[config.mk]
export PLATFORM = sky130hd
export DESIGN_NAME = dcache_ctrl
export DESIGN_NICKNAME = d
export VERILOG_FILES = /design/src/dcache_pkg.sv /design/src/dcache_ctrl.sv
export SDC_FILE = /design/constraint.sdc
export NUM_CORES = 1
export LEC_CHECK = 0
export ABC_CLOCK_PERIOD_IN_PS = 6030
export BUFFER_PORTS_ARGS = -buffer_cell sky130_fd_sc_hd__buf_2
export CORE_AREA = 5 5 378 380
export CTS_BUF_LIST = sky130_fd_sc_hd__clkbuf_8
export CTS_CLUSTER_SIZE = 20
export DETAILED_ROUTE_END_ITERATION = 6
export DIE_AREA = 0 0 383 385
export HOLD_SLACK_MARGIN = 0.1
export SYNTH_ARGS = -nofsm -noshare
export SYNTH_HDL_FRONTEND = slang
export SYNTH_SLANG_ARGS = --single-unit
[constraint.sdc]
create_clock -name clk -period 6.03 [get_ports clk]
set_input_delay 0.603 -clock clk [delete_from_list [all_inputs] [get_ports clk]]
set_output_delay 0.603 -clock clk [all_outputs]
set_load 0.05 [all_outputs]
[src/dcache_pkg.sv]
// data cache shared definitions
// geometry, vector types, bus structs and the controller state encoding
// for a 4-way set-associative write-back cache
`default_nettype none

package dcache_pkg;

    //--------------------------------------------------
    // geometry
    //--------------------------------------------------
    localparam int way_cnt     = 4;
    localparam int set_cnt     = 16;
    localparam int index_bits  = 4;    // log2(set_cnt)
    localparam int offset_bits = 4;    // 16-byte line
    localparam int tag_bits    = 24;   // 32 - index - offset

    //--------------------------------------------------
    // plain vector types
    //--------------------------------------------------
    typedef logic [31:0]          addr_t;     // byte address
    typedef logic [31:0]          word_t;
    typedef logic [127:0]         line_t;     // four words
    typedef logic [tag_bits-1:0]  tag_t;
    typedef logic [index_bits-1:0] index_t;
    typedef logic [1:0]           way_idx_t;
    typedef logic [3:0]           byte_en_t;  // one bit per byte lane

    //--------------------------------------------------
    // packed structs
    //--------------------------------------------------
    typedef struct packed {
        tag_t  tag;
        line_t line;
    } way_entry_t;                            // data ram word, 152 bits

    typedef struct packed {
        logic [way_cnt-1:0] valid;
        logic [way_cnt-1:0] dirty;
        logic [2:0]         plru;             // [0] root, [1] ways 0-1, [2] ways 2-3
    } set_ctrl_t;                             // control ram word, 11 bits

    typedef struct packed {
        addr_t    address;
        word_t    data;
        byte_en_t byte_en;
    } wr_req_t;                               // cpu write, 68 bits

    typedef struct packed {
        addr_t address;
        line_t line;
    } mem_line_t;                             // write-back payload, 160 bits

    // controller states
    typedef enum logic [2:0] {
        st_idle,
        st_read_check,
        st_write_check,
        st_write_back,
        st_read_line
    } ctrl_state_t;

endpackage

`default_nettype wire

[src/dcache_ctrl.sv]
// data cache controller
// accepts cpu reads and posted writes, runs the lookup, sequences
// victim write-back and line fill, merges write bytes into lines
`timescale 1ns/1ps
`default_nettype none

module dcache_ctrl import dcache_pkg::*; (
    input  logic             clk,
    input  logic             rst_n,
    // cpu side
    input  logic             rd_do,
    input  addr_t            rd_address,
    output logic             rd_done,
    output word_t            rd_data,
    input  logic             wr_do,
    input  wr_req_t          wr_req,
    output logic             wr_done,
    // memory side
    output logic             readline_do,
    output addr_t            readline_address,
    input  logic             readline_done,
    input  line_t            readline_line,
    output logic             writeline_do,
    output mem_line_t        writeline,
    input  logic             writeline_done,
    output logic             busy,
    // ram strobes
    output logic             ram_read_do,
    output index_t           ram_index,
    output logic             ctrl_write_do,
    output set_ctrl_t        ctrl_wdata,
    output logic [way_cnt-1:0] way_write_do,
    output way_entry_t       way_wdata,
    // matcher
    output tag_t             lookup_tag,
    input  logic             hit,
    input  way_idx_t         hit_way,
    input  line_t            hit_line,
    input  way_idx_t         victim_way,
    input  way_entry_t       victim_entry,
    input  logic             writeback_needed,
    input  set_ctrl_t        ctrl_after_hit,
    input  set_ctrl_t        ctrl_after_fill,
    input  set_ctrl_t        ctrl_after_write_hit,
    input  set_ctrl_t        ctrl_after_write_new
);

    ctrl_state_t state, state_nxt;
    wr_req_t     saved;           // request being worked, data unused on reads
    logic        is_write;
    index_t      saved_index;
    logic [offset_bits-3:0] word_sel;
    line_t       base_line;
    line_t       merged_line;

    assign saved_index = saved.address[offset_bits +: index_bits];
    assign lookup_tag  = saved.address[offset_bits + index_bits +: tag_bits];
    assign word_sel    = saved.address[offset_bits-1:2];
    assign busy        = (state != st_idle);

    //--------------------------------------------------
    // request capture
    //--------------------------------------------------
    always_ff @(posedge clk) begin
        if (!rst_n) begin
            state    <= st_idle;
            is_write <= 1'b0;
        end else begin
            state <= state_nxt;
            if (state == st_idle) is_write <= wr_do;   // write beats read
        end
    end

    always_ff @(posedge clk) begin
        if (state == st_idle) begin
            if (wr_do)      saved <= wr_req;
            else if (rd_do) saved <= '{address: rd_address, data: '0, byte_en: '0};
        end
    end

    // byte merge and word select, on the hit line or the incoming fill
    always_comb begin
        base_line   = (state == st_read_line) ? readline_line : hit_line;
        merged_line = base_line;
        for (int b = 0; b < 4; b++) begin
            if (saved.byte_en[b]) begin
                merged_line[int'(word_sel) * 32 + b * 8 +: 8] = saved.data[b * 8 +: 8];
            end
        end
        rd_data = base_line[int'(word_sel) * 32 +: 32];
    end

    //--------------------------------------------------
    // memory requests, held until done
    //--------------------------------------------------
    assign readline_do      = (state == st_read_line);
    assign readline_address = {saved.address[31:offset_bits], {offset_bits{1'b0}}};
    assign writeline_do     = (state == st_write_back);
    assign writeline.address = {victim_entry.tag, saved_index, {offset_bits{1'b0}}};
    assign writeline.line    = victim_entry.line;   // ram q is frozen while busy

    assign wr_done = wr_do && (state == st_idle);   // posted

    //--------------------------------------------------
    // FSM
    //--------------------------------------------------
    always_comb begin
        state_nxt     = state;
        ram_read_do   = 1'b0;
        ram_index     = saved_index;
        ctrl_write_do = 1'b0;
        ctrl_wdata    = ctrl_after_hit;
        way_write_do  = '0;
        way_wdata     = '{tag: lookup_tag, line: merged_line};
        rd_done       = 1'b0;
        case (state)
            st_idle: begin
                ram_index = wr_do ? wr_req.address[offset_bits +: index_bits]
                                  : rd_address[offset_bits +: index_bits];
                if (wr_do || rd_do) begin
                    ram_read_do = 1'b1;                 // fetch the whole set
                    state_nxt   = wr_do ? st_write_check : st_read_check;
                end
            end
            st_read_check, st_write_check: begin
                if (hit) begin
                    ctrl_write_do = 1'b1;
                    if (is_write) begin
                        ctrl_wdata            = ctrl_after_write_hit;
                        way_write_do[hit_way] = 1'b1;
                    end else begin
                        rd_done = 1'b1;                 // one cycle after accept
                    end
                    state_nxt = st_idle;
                end else begin
                    state_nxt = writeback_needed ? st_write_back : st_read_line;
                end
            end
            st_write_back: begin
                if (writeline_done) state_nxt = st_read_line;
            end
            st_read_line: begin
                if (readline_done) begin
                    ctrl_write_do            = 1'b1;
                    ctrl_wdata               = is_write ? ctrl_after_write_new : ctrl_after_fill;
                    way_write_do[victim_way] = 1'b1;
                    rd_done                  = !is_write;
                    state_nxt                = st_idle;
                end
            end
            default: state_nxt = st_idle;
        endcase
    end

    //--------------------------------------------------
    // checks
    //--------------------------------------------------
    a_one_mem_req : assert property (
        @(posedge clk) disable iff (!rst_n)
        !(readline_do && writeline_do)
    );

    // a posted write is only taken from idle and always goes to lookup
    a_wr_done_idle : assert property (
        @(posedge clk) disable iff (!rst_n)
        wr_done |-> (state == st_idle) ##1 (state == st_write_check)
    );

endmodule

`default_nettype wire

==> impl_metrics.env <==
export IMPL_rsz0062_at_grt="no"
export IMPL_synthArstFlopShare_pct=0
export IMPL_cts_made_buffers=9
export IMPL_cts_tree="yes"
export IMPL_stdcell_count=3173
export IMPL_reg2reg_depth=5
export IMPL_yosysSeqAreaShare_pct=20.5
export IMPL_fill_cells=16100
export IMPL_synthTopCellsByArea="edfxtp_1, buf_4, mux4_2"
export IMPL_drive_above_1_share_pct=62.8
export IMPL_drt_first_iter_violations=515
export IMPL_drt_pass1_iterations=5
export IMPL_cap_violations=0
export IMPL_critPathCaptureType="primary output"
export IMPL_critical_path_max_fanout=45
export IMPL_synth_edff_count=66
export IMPL_die_y_um=385
export IMPL_timing_rr_start="state[1]"
export IMPL_synth_distinct_cells=42
export IMPL_die_w_um=383
export IMPL_yosysTopAreaCell="edfxtp_1"
export IMPL_htreeDepth=3
export IMPL_cts_root_buf="clkbuf_8"
export IMPL_grt_pass1_wl_um=114000
export IMPL_start_util_pct=7.23
export IMPL_critPathRequiredTime_ns=5.43
export IMPL_drc_errors=0
export IMPL_tns_ns=0
export IMPL_via_per_inst=3.21
export IMPL_internal_power_w=0.00147
export IMPL_path_class="flop to primary output"
export IMPL_sw_frac_of_total_pct=61.1
export IMPL_multi_input_area_um2=5790
export IMPL_clockBufferDepth=2
export IMPL_rrSetupSlack_ns=3.01
export IMPL_rows=137
export IMPL_routabilityCongestion=0.812
export IMPL_synth_area_mux_share_pct=35.2
export IMPL_slew_viol_final=0
export IMPL_synthSimpleGateAreaFrac_pct=7.52
export IMPL_routed_wl_um=93600
export IMPL_crit_path_start="saved[38]"
export IMPL_ys_top_cells_by_count="buf_4, mux2i_1, o2bb2ai_1"
export IMPL_comb_power_share_pct=64.6
export IMPL_synth_flop_cell="edfxtp_1"
export IMPL_pwr_density_cell_nw_per_um2=270
export IMPL_vias=10200
export IMPL_p_sw_w=0.00231
export IMPL_dp_cells=3139
export IMPL_yosysWarnings=0
export IMPL_fin_worst_skew_ns=0.0208
export IMPL_syn_cell_area_um2=10000
export IMPL_ir_worst_vdd_uv=141
export IMPL_synth_compound_area_share_pct=13.4
export IMPL_layout_min_cycle_time_ns=4.71
export IMPL_core_area_um2=139000
export IMPL_ant_nets=0
export IMPL_overflow=0
export IMPL_p_leak_nw=5.15
export IMPL_tightestPinTransition_ns=1.29
export IMPL_arrival_ns=4.11
export IMPL_ctsResizeCount=0
export IMPL_nNetsFinal=1913
export IMPL_reg2reg_to="saved[8]"
export IMPL_synth_top_family_by_area="multiplexers"
export IMPL_grt_pass1_vias=10300
export IMPL_seqPwrFrac_pct=21.3
export IMPL_dieArea_um2=147000
export IMPL_holdPathStages=2
export IMPL_insertion_delay_ns=0.49
export IMPL_hold_path_class="input port to flop"
export IMPL_slew_headroom_pct=13.9
export IMPL_grt_max_degree=85
export IMPL_grt_use_total_pct=12.2
export IMPL_fmax_mhz=212
export IMPL_ctsHoldBuffers=0
export IMPL_port_buffer_count=673
export IMPL_p_clk_share_pct=14.1
export IMPL_layout_worst_path_cycle_share_pct=78.1
export IMPL_synthXorXnorAreaFrac_pct=0.0872
export IMPL_dp_hpwl_um=83100
export IMPL_yosysMostFrequentCell="buf_4"
export IMPL_hold_violations=0
export IMPL_avgSynthCellArea_um2=10.6
export IMPL_synth_fa_ha_area_share_pct=0.747
export IMPL_netlist_instances=944
export IMPL_post_cts_buffers=0
export IMPL_path_clk_slew_ns=0.12
export IMPL_hold_ws_ns=0.371
export IMPL_regArea_um2=2060
export IMPL_finalSetupViolCount=0
export IMPL_start_kind="flop"
export IMPL_io_pins=990
export IMPL_synth_seq_cells=70
export IMPL_drt_wirelength_per_cell_um=29.5
export IMPL_endpoint="way_wdata[97]"
export IMPL_cts_sinks=70
export IMPL_status="complete, no violations"
export IMPL_synth_top_area_share_pct=19.7
export IMPL_area_delta_synth_final_pct=38.9
export IMPL_antenna_found_initial=77
stage by stage:
step	setup WS [ns]	util [%]	power (W)	area, um2
floorplan	0.606	-	0.00270	10100
global placement	1.84	9.86	0.00331	13700
detailed placement	1.87	9.86	0.00332	13700
CTS	1.21	10.0	0.00392	13900
global route	1.19	10.0	0.00398	13900
finish	1.32	10.0	0.00377	14000
registers in the layout (all words and copies together) (netlist names):
signal            flops
saved                38
lookup_tag           24
readline_address      4
state                 3
is_write              1
power by group through the flow:
stage	Clock [W]	Sequential, W	Combinational (W)
2_1_floorplan	0	0.000717	0.00199
3_3_place_gp	0	0.000823	0.00249
3_5_place_dp	0	0.000824	0.00250
4_1_cts	0.000605	0.000813	0.00250
5_1_grt	0.000599	0.000825	0.00255
6_report	0.000530	0.000805	0.00244
per-layer routing:
| metal | share of wire (%) | vias up | track usage [%] |
|---|---|---|---|
| met4 | 2.4 | 32 | 2.86 |
| met2 | 46 | 862 | 19.7 |
| met5 | 0.22 | - | 0 |
| met3 | 11 | 157 | 5.42 |
| li1 | - | 4185 | - |
| met1 | 41 | 4953 | 14.8 |
cell type report:
cell class                      instances  area share, %
Antenna cell                           18          0.323
Clock buffer                            9          0.888
Clock inverter                          7          0.637
Inverter                               10          0.269
Multi-Input combinational cell        558           41.5
Sequential cell                        70           14.8
Tap cell                             1807           16.2
Timing Repair Buffer                  694           25.4
placed cells by master, fill, tap and decap left out, types with 4 or more instances in the layout:
cell type / n
mux2_2: 62
nor3b_2: 4
mux2i_1: 139
buf_4: 21
nor2_1: 18
o2bb2ai_1: 128
dfxtp_1: 4
inv_1: 8
ha_1: 6
nand2b_1: 4
conb_1: 8
buf_2: 672
a221o_1: 11
clkbuf_8: 9
diode_2: 18
and2_1: 55
mux4_2: 64
edfxtp_1: 66
nand2_1: 18
a32o_1: 4
critical path, cell delays in order (launching register included):
cell and delay (ns):
edfxtp_1 0.44, buf_4 0.69, ha_1 0.51, and2_1 0.66, and4b_1 0.75, o2bb2ai_1 0.18, buf_2 0.35
worst min-delay path by stage:
stage / startpoint / to / slack, ns
after floorplan: state[2] / state[1] / 0.61
after global routing: wr_req[26] / saved[26] / 0.29
after global placement: state[2] / state[1] / 0.68
after detailed placement: state[2] / state[1] / 0.69
final: wr_req[34] / saved[34] / 0.37
after CTS: wr_req[32] / saved[32] / 0.25
cell families after synthesis:
family / after synthesis
flops: 70
buf+inv: 323
fa+ha+maj: 6
xor+xnor: 1
mux: 265
compound gates: 153
simple gates: 125
other cells: 1
Note: power is estimated with default switching activity, not from simulation.
