==> src/dcache_pkg.sv <==
// data cache shared definitions
// geometry, vector types, bus structs and the controller state encoding
// for a 4-way set-associative write-back cache
`default_nettype none

package dcache_pkg;

    //--------------------------------------------------
    // geometry
    //--------------------------------------------------
    localparam int way_cnt     = 4;
    localparam int set_cnt     = 16;
    localparam int index_bits  = 4;    // log2(set_cnt)
    localparam int offset_bits = 4;    // 16-byte line
    localparam int tag_bits    = 24;   // 32 - index - offset

    //--------------------------------------------------
    // plain vector types
    //--------------------------------------------------
    typedef logic [31:0]          addr_t;     // byte address
    typedef logic [31:0]          word_t;
    typedef logic [127:0]         line_t;     // four words
    typedef logic [tag_bits-1:0]  tag_t;
    typedef logic [index_bits-1:0] index_t;
    typedef logic [1:0]           way_idx_t;
    typedef logic [3:0]           byte_en_t;  // one bit per byte lane

    //--------------------------------------------------
    // packed structs
    //--------------------------------------------------
    typedef struct packed {
        tag_t  tag;
        line_t line;
    } way_entry_t;                            // data ram word, 152 bits

    typedef struct packed {
        logic [way_cnt-1:0] valid;
        logic [way_cnt-1:0] dirty;
        logic [2:0]         plru;             // [0] root, [1] ways 0-1, [2] ways 2-3
    } set_ctrl_t;                             // control ram word, 11 bits

    typedef struct packed {
        addr_t    address;
        word_t    data;
        byte_en_t byte_en;
    } wr_req_t;                               // cpu write, 68 bits

    typedef struct packed {
        addr_t address;
        line_t line;
    } mem_line_t;                             // write-back payload, 160 bits

    // controller states
    typedef enum logic [2:0] {
        st_idle,
        st_read_check,
        st_write_check,
        st_write_back,
        st_read_line
    } ctrl_state_t;

endpackage

`default_nettype wire

==> src/dcache_control_ram.sv <==
// per-set control words for the data cache
// valid, dirty and tree pseudo-LRU bits held in flops and
// cleared together by reset, with a registered read
`timescale 1ns/1ps
`default_nettype none

module dcache_control_ram import dcache_pkg::*; (
    input  logic      clk,
    input  logic      rst_n,
    input  logic      read_do,
    input  logic      write_do,
    input  index_t    index,
    input  set_ctrl_t data,
    output set_ctrl_t q
);

    set_ctrl_t words [set_cnt];

    //--------------------------------------------------
    // storage
    //--------------------------------------------------
    always_ff @(posedge clk) begin
        if (!rst_n) begin
            for (int s = 0; s < set_cnt; s++) begin
                words[s] <= '0;          // all ways invalid and clean
            end
        end else if (write_do) begin
            words[index] <= data;
        end
    end

    //--------------------------------------------------
    // read port
    //--------------------------------------------------
    // held between reads so the matcher sees a stable word
    always_ff @(posedge clk) begin
        if (!rst_n) begin
            q <= '0;
        end else if (read_do) begin
            q <= words[index];
        end
    end

    // a write to the set just read must not race its own read
    a_no_rd_wr_same_cycle : assert property (
        @(posedge clk) disable iff (!rst_n)
        !(read_do && write_do)
    );

endmodule

`default_nettype wire

==> config.mk <==
export PLATFORM = sky130hd
export DESIGN_NAME = dcache_control_ram
export DESIGN_NICKNAME = d
export VERILOG_FILES = /design/src/dcache_pkg.sv /design/src/dcache_control_ram.sv
export SDC_FILE = /design/constraint.sdc
export NUM_CORES = 1
export LEC_CHECK = 0
export CORE_MARGIN = 8
export CORE_UTILIZATION = 25
export DETAILED_ROUTE_END_ITERATION = 16
export DONT_BUFFER_PORTS = 1
export GPL_ROUTABILITY_DRIVEN = 0
export REMOVE_ABC_BUFFERS = 1
export SYNTH_ARGS = -nofsm -noshare
export SYNTH_HDL_FRONTEND = slang
export SYNTH_SLANG_ARGS = --single-unit
==> constraint.sdc <==
create_clock -name clk -period 2.2 [get_ports clk]
set_input_delay 0.33 -clock clk [delete_from_list [all_inputs] [get_ports clk]]
set_output_delay 0.33 -clock clk [all_outputs]
set_load 0.01 [all_outputs]
==> results of run 1 <==
-- critical path, delay by kind of cell, from the launching register on --
family | cells | cell delay, ns
muxes | 1 | 0.52
DFF | 1 | 0.38
AOI/OAI and AO/OA | 2 | 0.25
and+or+nand+nor | 1 | 0.13
-- cells by family after synthesis --
| group | share of synthesized area |
|---|---|
| flops | 0.632 |
| buf+inv | 0.0414 |
| mux | 0.105 |
| compound gates | 0.0518 |
| simple gates | 0.170 |
-- state kept, by name, summed over array words and instances (netlist names) --
name   flops
q         11
words    176
-- metal layers --
layer,vias up,GRT usage,routed length [um]
met1,2409,0.136,9690
met5,-,0,0
met2,101,0.159,9680
li1,2259,-,-
met4,0,0.0407,422
met3,22,0.0274,1020
-- synth_stat cells (all sizes together) --
library cell,count
nand3,10
buf,20
nor2b,1
o32ai,2
or3b,3
dlygate4sd1,1
clkbuf,33
mux4,12
nand4,1
or3,1
nand4b,2
dfxtp,11
a21oi,1
nor3,4
nor2,23
edfxtp,176
o221ai,1
nand2b,6
and2,177
a2bb2oi,8
mux2i,64
o21ai,26
nand3b,2
nand2,10
a31oi,11
o22ai,18
a221oi,3
-- worst paths after layout --
| path | from | to | slack [ns] |
|---|---|---|---|
| max | words[12][2] | q[2] | 0.76 |
| min | rst_n | q[10] | 0.04 |
| max reg2reg | words[12][2] | q[2] | 0.76 |
| min reg2reg | q[6] | q[6] | 0.60 |
-- cell type report --
cell class	instances	share of cell area
Clock buffer	17	0.0437
Clock inverter	14	0.0172
Multi-Input combinational cell	386	0.292
Sequential cell	187	0.566
Tap cell	455	0.0585
Timing Repair Buffer	29	0.0226
-- power by group --
part / total [mW] / internal, mW / leakage (nW) / switching, mW
Sequential: 4.17 / 4.09 / 1.77 / 0.0810
Combinational: 0.426 / 0.192 / 1.37 / 0.233
Clock: 3.12 / 1.79 / 0.298 / 1.33
Total: 7.72 / 6.07 / 3.44 / 1.65
-- through the flow --
stage	area, um2	util	power, mW	hold WS (ns)	instances
after floorplan	8350	-	4.51	0.430	573
after global placement	9130	0.265	4.67	0.438	1056
after detailed placement	9130	0.265	4.68	0.440	1056
after CTS	9730	0.282	7.77	0.0229	1088
after global routing	9730	0.282	7.95	0.0288	1088
final	9730	0.282	7.72	0.0427	1088
-- repair_timing --
| action | in CTS | in global routing |
|---|---|---|
| gates resized for setup | 0 | 0 |
| hold buffers | 1 | 0 |
| endpoints found under the hold margin | 10 | 0 |
-- cell usage in the layout (no fill, tap or decap), drive strengths merged, types with 2 or more instances in the layout --
| cell | n |
|---|---|
| inv | 4 |
| mux2i | 64 |
| o32ai | 2 |
| buf | 28 |
| a221oi | 3 |
| nand2b | 6 |
| edfxtp | 176 |
| nand4b | 2 |
| bufinv | 3 |
| nor3 | 4 |
| mux4 | 12 |
| nand3 | 10 |
| nand3b | 2 |
| a2bb2oi | 8 |
| a31oi | 11 |
| dfxtp | 11 |
| nand2 | 10 |
| clkbuf | 17 |
| o21ai | 26 |
| o22ai | 18 |
| nor2 | 23 |
| or3b | 3 |
| and2 | 177 |
| clkinv | 7 |
==> impl_metrics.ini, run 1 <==
[grt]
grt-ovfl-total = 0
grt_usage = 0.103
grt_pass1_vias = 4805
grt_max_degree = 60
grt_pass1_wl_um = 31300
antenna_found_initial = 1

[clock_tree]
cts_setup_buffers = 0
clk_pin_slew_ns = 0.07
numClockSinks = 187
cts.path.max_buffers = 2
htree_levels = 4
tritoncts = done
cts_root_buffer = clkbuf_16
tritoncts.num_buffers = 17
clock_latency_ns = 0.44

[finish]
nNetsFinal = 640
multiInputGateArea_um2 = 2850
areaGrowthSynthToFinish_pct = 11.7
ff_latch_area_um2 = 5510
drive_gt1_frac = 0.130
fillers = 3428
insertedDiodeCount = 0

[sta]
fin_worst_skew_ns = 0.00768
tns_ns = 0
rsz0062_at_grt = false
max_clock_freq_mhz = 693
tightest_slew_ns = 0.661
slew_headroom = 0.558
period_needed_ns = 1.44
finalSetupViolCount = 0
final.period_utilization = 0.656
hold_violations = 0
layout_setup_ws_ns = 0.757
finalMaxSlewViolations = 0

[critical_path]
worstSetupStartpointType = flop
slowest_stage = mux4_2
cp_max_fo = 1
worst_ep_required_time_ns = 2.49
critical-path-max-stage-delay_ns = 0.52
reg2reg_depth = 4
cp-end-kind = flop
setup.worst_path.class = reg2reg
cp_cell_sequence = mux4_2 -> a2bb2oi_1 -> nand3_1 -> a31oi_1
cp.arrival_ns = 1.73

[placement]
hpwlAfterDp_um = 13300
pre_cts_ws_ns = 0.521
port_buffers = 0

[routing]
wl_um = 20800
wl_per_cell_um = 19.1
first_iter_violations = 445
via_per_inst = 4.40
first_pass_iters = 5
drtAntennaViolNets = 0
drc = 0
vias = 4791

[job]
drv_cap = 0

[floorplanning]
die_w_um = 203
row_count = 68
start_util = 0.253
io_pins = 30
core_area_um2 = 34500
die_height_um = 203
dieArea_um2 = 41100

[synth]
synth_cell_types = 41
synth.area.top_cells = edfxtp_1, and2_1, mux2i_1
synth_seq_area_share = 0.632
yosys_warnings = 0
synthCells = 627
yosysTopAreaCellShare = 0.607
synth_area_um2 = 8710
synth-seq-cells = 187
synth_area_per_cell_um2 = 13.9
synth_top_area_cell = edfxtp_1

[hold_path]
hold_depth = 2
hold_path_class = in2reg

[pwr]
ir_worst_vdd_mv = 0.505
power.density_cell_area_nw_per_um2 = 793
power.leakage_nw = 3.44

[run_status]
status = finished clean
No activity file was read; power rests on OpenSTA's default activity.
==> inputs of run 2 (changes only) <==
- clock period: 2.2 -> 1.5 ns (I/O delays scaled with it)
==> run 2 against run 1 <==
Worst setup slack got worse by 0.69 ns. First-iteration DRC count fell by 7.4%. Register-to-register slack got worse by 0.69 ns. Die area did not move. Clock power rose by 44%. Worst hold slack got worse by 0.037 ns. Final area rose by 2.1%. Critical path type unchanged. Largest cell class unchanged. Largest power group unchanged. Highest routed layer unchanged.
==> impl_metrics.ini, run 2 (synthesized netlist as in run 1, its figures left out) <==
[run_status]
status = finished clean

[floorplanning]
core_area_um2 = 34500
die_w_um = 203
io_pins = 30
dieArea_um2 = 41100
start_util = 0.253
row_count = 68
die_height_um = 203

[routing]
first_pass_iters = 5
first_iter_violations = 412
wl_per_cell_um = 20.1
drtAntennaViolNets = 0
via_per_inst = 4.51
drc = 0
wl_um = 22300
vias = 5015

[placement]
hpwlAfterDp_um = 13500
port_buffers = 0
dp_cells = 1059
pre_cts_ws_ns = -0.0143

[clock_tree]
cts_root_buffer = clkbuf_16
tritoncts = done
tritoncts.num_buffers = 17
cts.path.max_buffers = 2
htree_levels = 4
cts.repair.resized = 0
numClockSinks = 187
cts_setup_buffers = 0
clk_pin_slew_ns = 0.07
clock_latency_ns = 0.43

[sta]
tightest_slew_ns = 0.807
finalSetupViolCount = 0
finalMaxSlewViolations = 0
layout_setup_ws_ns = 0.0646
slew_headroom = 0.460
final.period_utilization = 0.957
fin_worst_skew_ns = 0.0218
hold_violations = 0
period_needed_ns = 1.44
max_clock_freq_mhz = 697
rsz0062_at_grt = false

[critical_path]
cp.arrival_ns = 1.75
cp_cell_sequence = mux4_2 -> a31oi_1 -> a21oi_1
critical-path-max-stage-delay_ns = 0.46
slowest_stage = mux4_2
worstReg2RegEnd = q[7]
worstSetupStartpointType = flop
critical_path.top_delay_family = compound AO/OA/AOI/OAI gates
cp-end-kind = flop
r2r_start = words[5][7]
cp_max_fo = 1
regToRegSetupSlack_ns = 0.06
reg2reg_depth = 3
cp_num_buf_inv = 0
worst_ep_required_time_ns = 1.81
setup.worst_path.class = reg2reg

[hold_path]
worstHoldStart = data[5]
hold_depth = 1
hold_end = words[3][5]
hold_path_class = in2reg

[grt]
grt-ovfl-total = 0
grt_util_met1 = 0.144
grt_pass1_wl_um = 33100
gr-usage-met3 = 0.0217
grt_usage = 0.109
grt_pass1_vias = 5042
grt_use_met2 = 0.175
antenna_found_initial = 3
grt_max_degree = 60
busiest_layer = met2

[pwr]
clockPowerShare = 0.394
power.density_cell_area_nw_per_um2 = 1140
ir_worst_vdd_mv = 0.785
p_sw_frac = 0.214
comb_power_share = 0.068
power.leakage_nw = 3.51
p_seq_frac = 0.538
netSwitchingPower_mw = 2.44
p_int_mw = 8.93

[finish]
top_register = words
ff_latch_area_um2 = 5510
fillers = 3472
largestRegisters = words x176, q x11
largest_reg_flops = 176
layout_common_cells = and2_1, edfxtp_1, mux2i_1
insertedDiodeCount = 0
areaGrowthSynthToFinish_pct = 14.0
multiInputGateArea_um2 = 2850
stdcell_count = 1111
drive_gt1_frac = 0.123
nNetsFinal = 662

[job]
drv_cap = 0
-- run 2: through the flow --
step                 util  power (mW)  area, um2  setup TNS [ns]  hold WS (ns)
detailed placement  0.266        6.87       9150         -0.0399         0.336
finish              0.288        11.4       9940               0       0.00521
floorplan               -        6.61       8350          -31.70         0.325
global route        0.288        11.7       9940               0       0.00146
global placement    0.266        6.85       9150         -0.0470         0.335
CTS                 0.288        11.5       9930               0      0.000593
-- run 2: layer usage --
metal	part of all wire	up-vias
li1	-	2316
met1	0.45	2535
met2	0.47	138
met3	0.053	26
met4	0.027	0
met5	0	-
-- run 2: worst max path at each step --
stage                      from  slack (ns)  cells after the start      endpoint
detailed placement     index[2]       -0.01                      4   words[3][5]
finish              words[5][7]        0.06                      3          q[7]
CTS                 words[5][7]        0.05                      3          q[7]
global placement       index[3]       -0.01                      4  words[3][10]
floorplan              index[2]       -0.27                      3   words[2][0]
global route        words[5][7]        0.04                      3          q[7]
-- run 2: power by group through the flow --
stage	Clock, mW	Combinational [mW]	Sequential [mW]
after CTS	4.55	0.785	6.12
after global routing	4.76	0.837	6.14
after floorplan	0	0.423	6.19
final	4.48	0.777	6.12
after global placement	0	0.632	6.22
after detailed placement	0	0.640	6.23
-- run 2: repair_timing --
item,CTS,global route
hold endpoints to repair,174,1
setup endpoints to repair,0,0
hold buffers,19,1
-- run 2: cell type report --
class	count	share of cell area
flip-flops and latches	187	0.554
multi-input cells	386	0.286
well taps	455	0.0573
clock buffers	19	0.0436
repair buffers	51	0.0436
clock inverters	13	0.0150
==> inputs of run 3 (changes only) <==
- CAP_MARGIN: unset -> 20
- clock period: 1.5 -> 1.2 ns (I/O delays scaled with it)
==> run 3 against run 2 <==
The flow now finishes with violations (negative hold slack, negative setup slack). Sequential cell count unchanged. Utilization increased by 0.30 points. Wire length decreased by 5.8%. Worst hold slack got worse by 0.15 ns. Clock power increased by 20%. Sequential share of layout area decreased by 0.53 points. Via count decreased by 2.3%. Critical endpoint is now q[8]. Worst setup slack got worse by 0.24 ns. Cell count increased by 0.45%. Highest routed layer unchanged. Final area increased by 1.0%.
==> impl_metrics.ini, run 3 (synthesized netlist as in run 1, its figures left out) <==
[floorplanning]
io_pins = 30
core_area_um2 = 34500
row_count = 68
start_util = 0.253
die_height_um = 203
dieArea_um2 = 41100
die_w_um = 203

[hold_path]
worstHoldStart = read_do
hold_depth = 1
hold_end = q[4]
hold_path_class = in2reg

[run_status]
violations = negative hold slack, negative setup slack
status = finished, violations left

[grt]
grt-ovfl-total = 0
grt_pass1_wl_um = 31700
grt_pass1_vias = 4941
grt_usage = 0.103
antenna_found_initial = 0
grt_max_degree = 60

[critical_path]
regToRegSetupSlack_ns = -0.17
cp.arrival_ns = 1.69
cp-end-kind = flop
setup.worst_path.class = reg2reg
critical-path-max-stage-delay_ns = 0.54
startpoint = words[4][8]
slowest_stage = mux4_2
worst_ep_required_time_ns = 1.51
cp_cell_sequence = mux4_2 -> a2bb2oi_2 -> nand3_1 -> a31oi_1
reg2reg_depth = 4
cp_max_fo = 1
r2r_start = words[4][8]
worstReg2RegEnd = q[8]
worstSetupStartpointType = flop

[sta]
whs_ns = -0.146
hold_violations = 11
tightest_slew_ns = 0.793
slew_headroom = 0.470
finalSetupViolCount = 10
rsz0062_at_grt = true
fin_worst_skew_ns = 0.00764
period_needed_ns = 1.37
layout_setup_ws_ns = -0.175
max_clock_freq_mhz = 727
finalMaxSlewViolations = 0
final.period_utilization = 1.15
tns_ns = -1.11

[clock_tree]
cts_root_buffer = clkbuf_16
tritoncts = done
clk_pin_slew_ns = 0.07
htree_levels = 4
hold_buffers = 13
tritoncts.num_buffers = 17
numClockSinks = 187
cts.path.max_buffers = 2
clock_latency_ns = 0.43

[placement]
hpwlAfterDp_um = 13500
port_buffers = 0

[pwr]
comb_power_share = 0.072
power.density_cell_area_nw_per_um2 = 1400
p_seq_frac = 0.544
p_total_mw = 14.0
ir_worst_vdd_mv = 0.785
p_sw_frac = 0.219
p_int_mw = 11.0
netSwitchingPower_mw = 3.08
clockPowerShare = 0.383
power.leakage_nw = 3.58

[routing]
drc = 0
drtAntennaViolNets = 0
wl_per_cell_um = 18.8
via_per_inst = 4.39
first_pass_iters = 4
vias = 4902
wl_um = 21000
first_iter_violations = 310

[finish]
largest_reg_flops = 176
drive_gt1_frac = 0.162
largestRegisters = words x176, q x11
layout_common_cells = and2_1, edfxtp_1, mux2i_1
top_register = words
areaGrowthSynthToFinish_pct = 15.2
nNetsFinal = 666

[job]
drv_cap = 0
-- run 3: changes by cell type in the layout (fill, tap and decap cells not counted), moves of 4 or more --
cell,change
dlygate4sd3_1,-8
a2bb2oi_2,+4
buf_4,+8
a2bb2oi_1,-4
-- run 3: worst max-delay path by stage --
stage / slack (ns) / endpoint / depth (start not counted)
floorplan: -0.52 / words[2][0] / 3
global placement: -0.25 / q[7] / 3
detailed placement: -0.23 / q[7] / 3
CTS: -0.17 / q[8] / 4
global route: -0.23 / q[10] / 4
finish: -0.17 / q[8] / 4
-- run 3: what timing repair did --
item | in CTS | in global routing
resized for setup | 8 | 7
endpoints found under the setup margin | 11 | 15
buffers inserted | 0 | 0
pin swaps | 7 | 4
endpoints found under the hold margin | 187 | 11
-- run 3: per-layer routing --
layer	vias to the layer above	track usage	routed length (um)
met1	2450	0.133	9500
met5	-	0	0
met3	28	0.0199	906
met4	0	0.0435	543
li1	2322	-	-
met2	102	0.166	10100
-- run 3: worst max-delay path: cells and delay by family, from the launching register on --
kind,cells,cell delay (ns)
compound gates,2,0.25
simple gates,1,0.09
mux,1,0.54
flops,1,0.38
-- run 3: power groups by stage --
stage / combinational [mW] / clock (mW) / sequential (mW)
after floorplan: 0.529 / 0 / 7.73
after global placement: 0.838 / 0 / 7.77
after detailed placement: 0.847 / 0 / 7.78
after CTS: 1.02 / 5.46 / 7.64
after global routing: 1.10 / 5.68 / 7.68
final: 1.02 / 5.38 / 7.64
-- run 3: cell type report --
cell class              count  area, um2
fillers                  3442      24400
clock buffers              23        510
multi-input cells         386       2900
flip-flops and latches    187       5510
repair buffers             55        485
diodes                      1       2.50
clock inverters             9       58.8
well taps                 455        569
-- run 3: through the flow --
step                      area (um2)  setup slack (ns)  hold slack, ns  cells  utilization
after floorplan                 8350            -0.524           0.280    573            -
after global placement          9270            -0.245           0.291   1070        0.269
after detailed placement        9270            -0.232           0.293   1070        0.269
after CTS                      10000            -0.169          -0.163   1115        0.291
after global routing           10000            -0.226          -0.162   1115        0.291
final                          10000            -0.175          -0.146   1116        0.291
